[config.mk]
export PLATFORM = sky130hd
export DESIGN_NAME = cpu8_top
export DESIGN_NICKNAME = d
export VERILOG_FILES = /design/src/cpu8_pkg.sv /design/src/axi_lite_prog_loader.sv /design/src/cpu8_top.sv /design/src/cpu_core.sv /design/src/program_ram.sv
export VERILOG_INCLUDE_DIRS = /design/src /design/src/src
export SDC_FILE = /design/constraint.sdc
export NUM_CORES = 1
export LEC_CHECK = 0
export ABC_CLOCK_PERIOD_IN_PS = 4300
export BUFFER_PORTS_ARGS = -buffer_cell sky130_fd_sc_hd__buf_2
export CAP_MARGIN = 15
export CORE_ASPECT_RATIO = 2
export CORE_MARGIN = 2
export CORE_UTILIZATION = 40
export CTS_CLUSTER_DIAMETER = 120
export DETAILED_ROUTE_END_ITERATION = 8
export PLACE_DENSITY_LB_ADDON = 0.2
export SETUP_SLACK_MARGIN = 0.05
export SLEW_MARGIN = 5
export SYNTH_ARGS = -nofsm -noshare
export SYNTH_HDL_FRONTEND = slang
export SYNTH_SLANG_ARGS = --single-unit
[constraint.sdc]
create_clock -name clk -period 4.3 [get_ports clk]
set_input_delay 1.075 -clock clk [delete_from_list [all_inputs] [get_ports clk]]
set_output_delay 1.075 -clock clk [all_outputs]
set_load 0.1 [all_outputs]
[src/cpu8_macros.svh]
// shared widths and sizes for the cpu8 RTL and testbench, pulled in with `include
`ifndef CPU8_MACROS_SVH
`define CPU8_MACROS_SVH

// register, byte and port width
`define CPU8_DATA_W 8

// program counter and memory index width
`define CPU8_PC_W 4

// bytes of program store
`define CPU8_PROG_DEPTH 16

// instruction split: opcode in the upper nibble, operand in the lower
`define CPU8_OPC_W 4
`define CPU8_OPD_W 4

// one AXI write address per program byte
`define CPU8_AXI_ADDR_W 4

`endif

[src/cpu8_pkg.sv]
// cpu8 types shared by the RTL and testbench, referenced as cpu8_pkg::name
`default_nettype none

`include "cpu8_macros.svh"

package cpu8_pkg;

  // upper nibble of an instruction byte, codes 12 to 15 behave as nop
  typedef enum logic [`CPU8_OPC_W-1:0] {
    OP_NOP    = 4'd0,
    OP_LDA_LO = 4'd1,
    OP_LDA_HI = 4'd2,
    OP_LDB_LO = 4'd3,
    OP_LDB_HI = 4'd4,
    OP_LDC_LO = 4'd5,
    OP_LDC_HI = 4'd6,
    OP_ADD    = 4'd7,
    OP_SUB    = 4'd8,
    OP_MUL    = 4'd9,
    OP_OUT    = 4'd10,
    OP_IN     = 4'd11
  } opcode_e;

  // operand of out and in, other values select nothing
  typedef enum logic [`CPU8_OPD_W-1:0] {
    SEL_A = 4'd0,
    SEL_B = 4'd1,
    SEL_C = 4'd2
  } reg_sel_e;

  typedef enum logic [1:0] {
    ST_IDLE,
    ST_FETCH,
    ST_EXECUTE
  } core_state_e;

  typedef enum logic [1:0] {
    RESP_OKAY   = 2'b00,
    RESP_EXOKAY = 2'b01,
    RESP_SLVERR = 2'b10,
    RESP_DECERR = 2'b11
  } axi_resp_e;

endpackage

`default_nettype wire

[src/axi_lite_prog_loader.sv]
// AXI4-Lite write slave that turns host writes into program store writes
`default_nettype none

`include "cpu8_macros.svh"

module axi_lite_prog_loader (
  input  wire                          clk,
  input  wire                          reset,
  // write address channel
  input  wire                          s_awvalid,
  output logic                         s_awready,
  input  wire [`CPU8_AXI_ADDR_W-1:0]   s_awaddr,
  // write data channel
  input  wire                          s_wvalid,
  output logic                         s_wready,
  input  wire [`CPU8_DATA_W-1:0]       s_wdata,
  // write response channel
  output logic                         s_bvalid,
  input  wire                          s_bready,
  output cpu8_pkg::axi_resp_e          s_bresp,
  // program store write port
  output logic                         host_wr_req,
  output logic [`CPU8_PC_W-1:0]        host_wr_addr,
  output logic [`CPU8_DATA_W-1:0]      host_wr_data,
  input  wire                          host_wr_gnt
);

  logic                         aw_held;
  logic                         w_held;
  logic [`CPU8_AXI_ADDR_W-1:0]  addr_q;
  logic [`CPU8_DATA_W-1:0]      data_q;

  logic aw_fire;
  logic w_fire;
  logic b_fire;
  logic wr_fire;

  // each channel closes once its beat is held, both stay closed until B is done
  assign s_awready = ~aw_held & ~s_bvalid;
  assign s_wready  = ~w_held & ~s_bvalid;

  assign aw_fire = s_awvalid & s_awready;
  assign w_fire  = s_wvalid & s_wready;
  assign b_fire  = s_bvalid & s_bready;

  assign host_wr_req  = aw_held & w_held;
  assign host_wr_addr = addr_q;
  assign host_wr_data = data_q;
  assign wr_fire      = host_wr_req & host_wr_gnt;

  // every write lands in the store, so the response is always okay
  assign s_bresp = cpu8_pkg::RESP_OKAY;

  ////////////////////////////////////////////////////////////////////////////
  // beat capture
  ////////////////////////////////////////////////////////////////////////////

  always_ff @(posedge clk) begin
    if (aw_fire) begin
      addr_q <= s_awaddr;
    end
    if (w_fire) begin
      data_q <= s_wdata;
    end
  end

  // flags and response, AW and W may arrive in either order
  always_ff @(posedge clk) begin
    if (reset) begin
      aw_held  <= 1'b0;
      w_held   <= 1'b0;
      s_bvalid <= 1'b0;
    end else begin
      if (aw_fire) begin
        aw_held <= 1'b1;
      end
      if (w_fire) begin
        w_held <= 1'b1;
      end
      if (wr_fire) begin
        aw_held  <= 1'b0;
        w_held   <= 1'b0;
        s_bvalid <= 1'b1;
      end else if (b_fire) begin
        s_bvalid <= 1'b0;
      end
    end
  end

endmodule

`default_nettype wire

[src/cpu8_top.sv]
// cpu8 top level, ties the AXI loader, the core and the program store together
`default_nettype none

`include "cpu8_macros.svh"

module cpu8_top (
  input  wire                          clk,
  input  wire                          reset,
  // host AXI4-Lite write channels
  input  wire                          s_awvalid,
  output logic                         s_awready,
  input  wire [`CPU8_AXI_ADDR_W-1:0]   s_awaddr,
  input  wire                          s_wvalid,
  output logic                         s_wready,
  input  wire [`CPU8_DATA_W-1:0]       s_wdata,
  output logic                         s_bvalid,
  input  wire                          s_bready,
  output cpu8_pkg::axi_resp_e          s_bresp,
  // core control and io
  input  wire                          run,
  input  wire [`CPU8_DATA_W-1:0]       in_data,
  output logic [`CPU8_DATA_W-1:0]      out_data,
  output logic                         out_valid
);

  logic                    host_wr_req;
  logic [`CPU8_PC_W-1:0]   host_wr_addr;
  logic [`CPU8_DATA_W-1:0] host_wr_data;
  logic                    host_wr_gnt;

  logic                    fetch_req;
  logic [`CPU8_PC_W-1:0]   fetch_addr;
  logic                    fetch_gnt;
  logic [`CPU8_DATA_W-1:0] fetch_data;

  axi_lite_prog_loader u_loader (
    .clk          (clk),
    .reset        (reset),
    .s_awvalid    (s_awvalid),
    .s_awready    (s_awready),
    .s_awaddr     (s_awaddr),
    .s_wvalid     (s_wvalid),
    .s_wready     (s_wready),
    .s_wdata      (s_wdata),
    .s_bvalid     (s_bvalid),
    .s_bready     (s_bready),
    .s_bresp      (s_bresp),
    .host_wr_req  (host_wr_req),
    .host_wr_addr (host_wr_addr),
    .host_wr_data (host_wr_data),
    .host_wr_gnt  (host_wr_gnt)
  );

  cpu_core u_core (
    .clk        (clk),
    .reset      (reset),
    .run        (run),
    .fetch_req  (fetch_req),
    .fetch_addr (fetch_addr),
    .fetch_gnt  (fetch_gnt),
    .fetch_data (fetch_data),
    .in_data    (in_data),
    .out_data   (out_data),
    .out_valid  (out_valid)
  );

  program_ram u_ram (
    .clk          (clk),
    .reset        (reset),
    .host_wr_req  (host_wr_req),
    .host_wr_addr (host_wr_addr),
    .host_wr_data (host_wr_data),
    .host_wr_gnt  (host_wr_gnt),
    .fetch_req    (fetch_req),
    .fetch_addr   (fetch_addr),
    .fetch_gnt    (fetch_gnt),
    .fetch_data   (fetch_data)
  );

endmodule

`default_nettype wire

[src/cpu_core.sv]
// cpu8 execution core: fetch/execute FSM, program counter, A/B/C registers and ALU
`default_nettype none

`include "cpu8_macros.svh"

module cpu_core (
  input  wire                     clk,
  input  wire                     reset,
  input  wire                     run,
  // fetch port to the program store
  output logic                    fetch_req,
  output logic [`CPU8_PC_W-1:0]   fetch_addr,
  input  wire                     fetch_gnt,
  input  wire [`CPU8_DATA_W-1:0]  fetch_data,
  // io ports
  input  wire [`CPU8_DATA_W-1:0]  in_data,
  output logic [`CPU8_DATA_W-1:0] out_data,
  output logic                    out_valid
);

  cpu8_pkg::core_state_e state_q;
  cpu8_pkg::core_state_e state_d;

  logic [`CPU8_PC_W-1:0]   pc_q;
  logic [`CPU8_DATA_W-1:0] reg_a;
  logic [`CPU8_DATA_W-1:0] reg_b;
  logic [`CPU8_DATA_W-1:0] reg_c;

  cpu8_pkg::opcode_e       opcode;
  cpu8_pkg::reg_sel_e      sel;
  logic [`CPU8_OPD_W-1:0]  operand;
  logic [`CPU8_DATA_W-1:0] alu_result;
  logic [`CPU8_DATA_W-1:0] sel_value;
  logic                    sel_valid;
  logic                    executing;

  ////////////////////////////////////////////////////////////////////////////
  // control FSM
  ////////////////////////////////////////////////////////////////////////////

  // no request unless run is high, a denied fetch just retries
  assign fetch_req  = (state_q == cpu8_pkg::ST_FETCH) & run;
  assign fetch_addr = pc_q;
  assign executing  = (state_q == cpu8_pkg::ST_EXECUTE);

  always_comb begin
    state_d = state_q;
    case (state_q)
      cpu8_pkg::ST_IDLE: begin
        if (run) begin
          state_d = cpu8_pkg::ST_FETCH;
        end
      end
      cpu8_pkg::ST_FETCH: begin
        if (!run) begin
          state_d = cpu8_pkg::ST_IDLE;
        end else if (fetch_gnt) begin
          state_d = cpu8_pkg::ST_EXECUTE;
        end
      end
      default: state_d = cpu8_pkg::ST_FETCH;
    endcase
  end

  ////////////////////////////////////////////////////////////////////////////
  // decode and datapath
  ////////////////////////////////////////////////////////////////////////////

  // fetched byte is already registered by the store, decode it directly
  assign opcode  = cpu8_pkg::opcode_e'(fetch_data[`CPU8_DATA_W-1:`CPU8_OPD_W]);
  assign operand = fetch_data[`CPU8_OPD_W-1:0];
  assign sel     = cpu8_pkg::reg_sel_e'(operand);

  // results wrap modulo 256
  always_comb begin
    case (opcode)
      cpu8_pkg::OP_SUB: alu_result = reg_a - reg_b;
      cpu8_pkg::OP_MUL: alu_result = reg_a * reg_b;
      default:          alu_result = reg_a + reg_b;
    endcase
  end

  // register picked by out
  always_comb begin
    sel_valid = 1'b1;
    case (sel)
      cpu8_pkg::SEL_A: sel_value = reg_a;
      cpu8_pkg::SEL_B: sel_value = reg_b;
      cpu8_pkg::SEL_C: sel_value = reg_c;
      default: begin
        sel_value = '0;
        sel_valid = 1'b0;
      end
    endcase
  end

  always_ff @(posedge clk) begin
    if (reset) begin
      state_q   <= cpu8_pkg::ST_IDLE;
      pc_q      <= '0;
      reg_a     <= '0;
      reg_b     <= '0;
      reg_c     <= '0;
      out_data  <= '0;
      out_valid <= 1'b0;
    end else begin
      state_q   <= state_d;
      out_valid <= 1'b0;
      if (executing) begin
        // wraps from 15 back to 0
        pc_q <= pc_q + 1'b1;
        case (opcode)
          cpu8_pkg::OP_LDA_LO: reg_a[`CPU8_OPD_W-1:0] <= operand;
          cpu8_pkg::OP_LDA_HI: reg_a[`CPU8_DATA_W-1:`CPU8_OPD_W] <= operand;
          cpu8_pkg::OP_LDB_LO: reg_b[`CPU8_OPD_W-1:0] <= operand;
          cpu8_pkg::OP_LDB_HI: reg_b[`CPU8_DATA_W-1:`CPU8_OPD_W] <= operand;
          cpu8_pkg::OP_LDC_LO: reg_c[`CPU8_OPD_W-1:0] <= operand;
          cpu8_pkg::OP_LDC_HI: reg_c[`CPU8_DATA_W-1:`CPU8_OPD_W] <= operand;
          cpu8_pkg::OP_ADD,
          cpu8_pkg::OP_SUB,
          cpu8_pkg::OP_MUL:    reg_c <= alu_result;
          cpu8_pkg::OP_OUT: begin
            if (sel_valid) begin
              out_data  <= sel_value;
              out_valid <= 1'b1;
            end
          end
          cpu8_pkg::OP_IN: begin
            case (sel)
              cpu8_pkg::SEL_A: reg_a <= in_data;
              cpu8_pkg::SEL_B: reg_b <= in_data;
              cpu8_pkg::SEL_C: reg_c <= in_data;
              default: ;
            endcase
          end
          // nop and the unused codes
          default: ;
        endcase
      end
    end
  end

endmodule

`default_nettype wire

[src/program_ram.sv]
// 16-byte program store shared by the host loader and the core fetch port
`default_nettype none

`include "cpu8_macros.svh"

module program_ram (
  input  wire                     clk,
  input  wire                     reset,
  // host write port
  input  wire                     host_wr_req,
  input  wire [`CPU8_PC_W-1:0]    host_wr_addr,
  input  wire [`CPU8_DATA_W-1:0]  host_wr_data,
  output logic                    host_wr_gnt,
  // core fetch port
  input  wire                     fetch_req,
  input  wire [`CPU8_PC_W-1:0]    fetch_addr,
  output logic                    fetch_gnt,
  output logic [`CPU8_DATA_W-1:0] fetch_data
);

  logic [`CPU8_DATA_W-1:0] mem [0:`CPU8_PROG_DEPTH-1];

  logic host_wr_fire;
  logic fetch_fire;

  ////////////////////////////////////////////////////////////////////////////
  // arbitration
  ////////////////////////////////////////////////////////////////////////////

  // host always wins, a fetch waits while a write is pending
  assign host_wr_gnt = host_wr_req;
  assign fetch_gnt   = fetch_req & ~host_wr_req;

  assign host_wr_fire = host_wr_req & host_wr_gnt;
  assign fetch_fire   = fetch_req & fetch_gnt;

  ////////////////////////////////////////////////////////////////////////////
  // storage
  ////////////////////////////////////////////////////////////////////////////

  always_ff @(posedge clk) begin
    if (reset) begin
      for (int i = 0; i < `CPU8_PROG_DEPTH; i++) begin
        mem[i] <= '0;
      end
    end else if (host_wr_fire) begin
      mem[host_wr_addr] <= host_wr_data;
    end
  end

  // fetched byte shows up the cycle after the grant
  always_ff @(posedge clk) begin
    if (reset) begin
      fetch_data <= '0;
    end else if (fetch_fire) begin
      fetch_data <= mem[fetch_addr];
    end
  end

endmodule

`default_nettype wire
# After elaboration in Yosys (flattened, before gate mapping)
# Memories as Yosys holds them, arrays and structs flattened. A register that Yosys moved wholly into a read port is not among the register bits.
# Index checks and enable logic that the tools add are counted.
# word_totals
reg_bits	54
mem_bits_rw	128
n_memories	1
# mem_list
memory	words	word_bits	rd	rd_ports_with_merged_regs	write_ports	line	rtl
u_ram.mem	16	8	1	1	16	program_ram.sv:21	logic [`CPU8_DATA_W-1:0] mem [0:`CPU8_PROG_DEPTH-1];
# classes
addsub	3
multipliers	1
eq_ne	20
muxes	27
n_bitwise	15
reduce_logical	22
# ops
cell	n
2-to-1 mux 8 bit	4
case mux 4 bit (2 select lines)	4
case mux 4 bit (3 select lines)	2
case mux 8 bit (3 select lines)	1
AND reduction 3 bit	7
equality test 4 x 3 -> 1 bit, second input constant	4
equality test 4 bit, second input constant	4
case mux 8 bit (2 select lines)	1
equality test 4 x 2 -> 1 bit, second input constant	3
2-to-1 mux 1 bit	10
nonzero test 2 bit	5
AND 1 bit	9
OR reduction 3 bit	3
adder 8 bit	1
equality test 4 x 1 -> 1 bit, second input constant	2
multiplier 8 x 8 -> 8 bit	1
!= test 2 bit, second input constant	4
OR reduction 8 bit	1
subtractor 8 bit	1
2-to-1 mux 2 bit	3
inverter 1 bit	6
nonzero test 3 bit	2
adder 4 x 1 -> 4 bit, second input constant	1
logical NOT 4 bit	1
8 further kinds	8

# Depth between registers and ports, before layout
# logic_depth
ltp_word	6
mapped_depth	16

# Hierarchy
# A second synthesis with hierarchy kept.
# hier_totals
hier_cells	849
area_unflattened_um2	10126.0
# modules_own_cells
module	n_inst	cells_per_inst	area_each_um2	seq_area_each_um2
program_ram	1	401	6212.2	4003.8
cpu_core	1	418	3383.2	780.7
axi_lite_prog_loader	1	30	530.5	420.4

# Worst setup path before layout
# OpenSTA, ideal clock, no wires.
# synth_path
path_kind	register to register
start	register u_core.reg_b[4]
end	register u_core.reg_c[7]
setup_ns	0.133
t_arrival_ns	3.990
required_ns	4.167
setup_slack_ns	0.177
stages_incl_launch_ff	16
path_buffers	1
synth_period_minus_slack_ns	4.123
cell_sequence	dfxtp_1 -> clkbuf_1 -> nand2_1 -> fa_1 -> fa_1 -> inv_1 -> fa_1 -> inv_1 -> fa_1 -> inv_1 -> ha_1 -> a21oi_1 -> xnor3_1 -> xnor3_1 -> a21oi_1 -> a211oi_2
# synth_via
elab_chain_len	3
elab_cells_between_ends	5
cone_classes	2 x add/sub; 1 x mul; 2 x mux
# synth_lines
item	line	rtl
start: declaration	cpu_core.sv:26	logic [`CPU8_DATA_W-1:0] reg_b;
start signal: indexed assignment	cpu_core.sv:115	cpu8_pkg::OP_LDB_LO: reg_b[`CPU8_OPD_W-1:0] <= operand;
start signal: indexed assignment	cpu_core.sv:116	cpu8_pkg::OP_LDB_HI: reg_b[`CPU8_DATA_W-1:`CPU8_OPD_W] <= operand;
start signal: assignment	cpu_core.sv:131	cpu8_pkg::SEL_B: reg_b <= in_data;
multiplier 8 x 8 -> 8 bit, or another cell as far along	cpu_core.sv:78	cpu8_pkg::OP_MUL: alu_result = reg_a * reg_b;
case mux 8 bit (2 select lines) *	cpu_core.sv:76	case (opcode)
case mux 4 bit (3 select lines) *	cpu_core.sv:112	case (opcode)
end signal: indexed assignment	cpu_core.sv:117	cpu8_pkg::OP_LDC_LO: reg_c[`CPU8_OPD_W-1:0] <= operand;
end signal: indexed assignment	cpu_core.sv:118	cpu8_pkg::OP_LDC_HI: reg_c[`CPU8_DATA_W-1:`CPU8_OPD_W] <= operand;
end signal: assignment	cpu_core.sv:121	cpu8_pkg::OP_MUL: reg_c <= alu_result;
end: declaration	cpu_core.sv:27	logic [`CPU8_DATA_W-1:0] reg_c;
# Mark *: on every way between the ends. The rest lies on a longest branch, timed or not.
# A chain may end at the register's enable or synchronous reset.

# Worst setup path after layout
# layout_path
start	register u_core.reg_b[2]
end	register u_core.reg_c[7]
# Same word-level chain as after synthesis.

==> impl_metrics.tcl <==
set metrics [dict create \
    worst_slew_pin_slew_ns 1.140 \
    drcViolationCount 0 \
    drt_iter0_markers 438 \
    nets 948 \
    port_buffers 37 \
    routed_wl_mm 27.02 \
    rsz0062_at_grt "false" \
    slew_headroom_pct 24.02 \
    ys_ff_latch 190 \
    clock_power_share_pct 41.2 \
    die_x_um 117.1 \
    power_leakage_uw 0.004328 \
    grt-ovfl-total 0 \
    ir_drop_uv 249.1 \
    synth_top_cell_area_share_pct 41.09 \
    vias_per_cell 5.187 \
    clkLatencyLatePin_ns 0.44 \
    path_clk_slew_ns 0.08 \
    dp_hpwl_mm 20.78 \
    grt_antenna_before_repair 0 \
    synthDistinctLibCells 62 \
    cts_tree "done" \
    drive_above_1_share_pct 15.63 \
    post-cts-setup-buffers 0 \
    seq_power_share_pct 54.1 \
    vias 6390 \
    grt_util_all_layers_pct 21.31 \
    cpMostUsedCell "fa_1" \
    cts_max_path_buffers 2 \
    worst-setup-path-type "reg -> reg" \
    io_pins 40 \
    worstHoldStart "u_core.out_data[4]$_SDFFE_PP0P_" \
    fin_ws_ns 0.2345 \
    p_int_uw 2914 \
    cts_root_buf "clkbuf_16" \
    combPwrFrac_pct 4.7 \
    crit_buf_inv 3 \
    antenna_left 0 \
    gp_congestion 0.9111 \
    rows 82 \
    crit_path_start "u_core.reg_b[2]$_SDFFE_PP0P_" \
    syn_to_final_growth_pct 10.37 \
    crit_chain "buf_4 > and2_1 > ha_1 > fa_1 > ha_1 > inv_1 > fa_1 > inv_1 > fa_1 > a21o_1 > a21oi_1 > xnor3_1 > xnor3_1 > a21oi_2 > a211oi_2" \
    status "complete, no violations" \
    cts_htree_levels 4 \
    cts.sinks 190 \
    fin_crit_sh_pct 94.55 \
    powerDensity_mw_per_mm2 339.4 \
    routedWlPerCell_um 21.93 \
    syn-instance-count 852 \
    cts-buffers-inserted 17 \
    drv_slew 0 \
    setup_tns_ns 0 \
    r2r-start "u_core.reg_b[2]$_SDFFE_PP0P_" \
    grt_pass1_vias 6798 \
    synth_top_flop_cell "edfxtp_1" \
    hp-class "reg -> reg" \
    grt_pass1_wl_mm 40.68 \
    max_freq_mhz 246.0 \
    synth_area_sq_mm 0.01023 \
    switching_power_uw 919.2 \
    skew_ns 0.01057 \
    async_flop_share_pct 0 \
    maxCapViolations 0 \
    path_delay_family "adder cells" \
    cp-end-kind "register" \
    swShare_pct 23.98 \
    dp_slack_ns 0.1775 \
    synth_warnings 0 \
    die-area_sq_mm 0.02695 \
    layout_min_cycle_time_ns 4.066 \
    avgSynthCellArea_sq_um 12.01 \
    n_antenna_cell 0 \
    startpoint_type "register" \
    hold_viol 0 \
    drt_first_pass_iters 4 \
    seq_area_frac_synth_pct 50.87 \
    netlist_top_cells_area "edfxtp_1, dfxtp_1, and2_1" \
    finalSetupViolations 0 \
    synth_edf_count 140 \
    worst_path_max_delay_cell "fa_1" \
    critPathMaxStageDelay_ns 0.52 \
    synth.largest_area_cell "edfxtp_1" \
    coreArea_sq_mm 0.02514 \
    crit_fanout 9 \
    initial_core_util_pct 40.71 \
    die_height_um 230.2 \
    crit_required_ns 4.59 \
    cp.arrival_ns 4.36 \
    grt_max_degree 67 \
]
## flip-flops by register name, summed over array words and instances (netlist names)
signal / flops
u_core.reg_b: 8
u_loader.host_wr_addr: 4
u_loader.aw_held: 1
u_core.out_valid: 1
u_loader.host_wr_data: 8
u_loader.w_held: 1
u_core.state_q: 2
u_loader.s_bvalid: 1
u_core.reg_a: 8
u_core.reg_c: 8
u_ram.mem: 128
u_core.out_data: 8
u_core.fetch_addr: 4
u_ram.fetch_data: 8
## synth_stat cells (15+ instances only)
cell type    n
nand2_1     68
edfxtp_1   140
nand3_1     15
or2_2       18
clkbuf_1    16
mux4_1      21
nor2_1      66
a21oi_1     26
and2_1     146
inv_1       36
mux2i_1     19
ha_1        26
xnor2_1     19
mux4_2      19
dfxtp_1     50
## worst reg2reg max path, stage by stage (launching register included)
cell and delay [ns]:
dfxtp_1 0.32, buf_4 0.17, and2_1 0.17, ha_1 0.21
fa_1 0.48, ha_1 0.28, inv_1 0.05, fa_1 0.52
inv_1 0.07, fa_1 0.46, a21o_1 0.19, a21oi_1 0.15
xnor3_1 0.22, xnor3_1 0.38, a21oi_2 0.17, a211oi_2 0.08
## final cells by class
cell class                      count  area [sq um]
Clock buffer                       19         475.5
Clock inverter                     13         115.1
Fill cell                        2318         13840
Inverter                           36         135.1
Multi-Input combinational cell    579          4591
Sequential cell                   190          5206
Tap cell                          336         420.4
Timing Repair Buffer               59         350.3
## per-stage QoR
stage          instance area (sq um)  util [%]  std cells  power [uW]  hold WS (ns)
5_1_grt                        11290     44.93       1232        3948        0.4680
3_3_place_gp                   10700     42.55       1200        2298        0.4401
3_5_place_dp                   10700     42.55       1200        2302        0.4452
2_1_floorplan                  10240         -        853        2224        0.4534
4_1_cts                        11290     44.90       1232        3867        0.4567
6_report                       11290     44.93       1232        3833        0.4526
## cells by family after synthesis
| group | count (synthesis) | share of synthesized area (%) |
|---|---|---|
| flops | 190 | 50.87 |
| mux | 59 | 11.43 |
| other cells | 1 | 0.03665 |
| fa+ha+maj | 39 | 5.723 |
| buf+inv | 84 | 4.365 |
| simple gates | 364 | 19.10 |
| xor+xnor | 27 | 2.653 |
| compound gates | 88 | 5.820 |
## path summary, 6_finish.rpt
check	end	slack (ns)	cells past startpoint
worst min register to register	u_core.out_data[4]$_SDFFE_PP0P_	0.45	2
worst min-delay path	u_core.out_data[4]$_SDFFE_PP0P_	0.45	2
worst max-delay path	u_core.reg_c[7]$_SDFFE_PP0P_	0.23	15
worst max register to register	u_core.reg_c[7]$_SDFFE_PP0P_	0.23	15
## placed cells by master (no fill, tap or decap), types with 21 or more instances in the layout
cell      count
mux4_1       21
a21oi_1      25
and2_1      146
nor2_1       66
ha_1         26
buf_4        22
buf_2        37
nand2_1      68
edfxtp_1    140
dfxtp_1      49
inv_1        36
## what timing repair did
| action | in CTS | in global routing |
|---|---|---|
| endpoints found under the hold margin | 0 | 0 |
| setup endpoints to repair | 0 | 1 |
| hold buffers | 0 | 0 |
| gates resized for setup | 0 | 2 |
## metal layers
metal	routed length [um]	part of all wire (%)	track usage [%]
met1	8283	31	18.39
met2	16360	61	42.96
met3	546	2.0	3.110
met4	1825	6.8	12.83
met5	0	0	0
## power by group through the flow
stage                     Sequential (uW)  Clock, uW  Combinational, uW
after global placement               2120          0                183
after CTS                            2080       1610                184
after floorplan                      2080          0                147
after detailed placement             2120          0                184
final                                2070       1580                180
after global routing                 2080       1670                192
(Power assumes the default switching activity.)
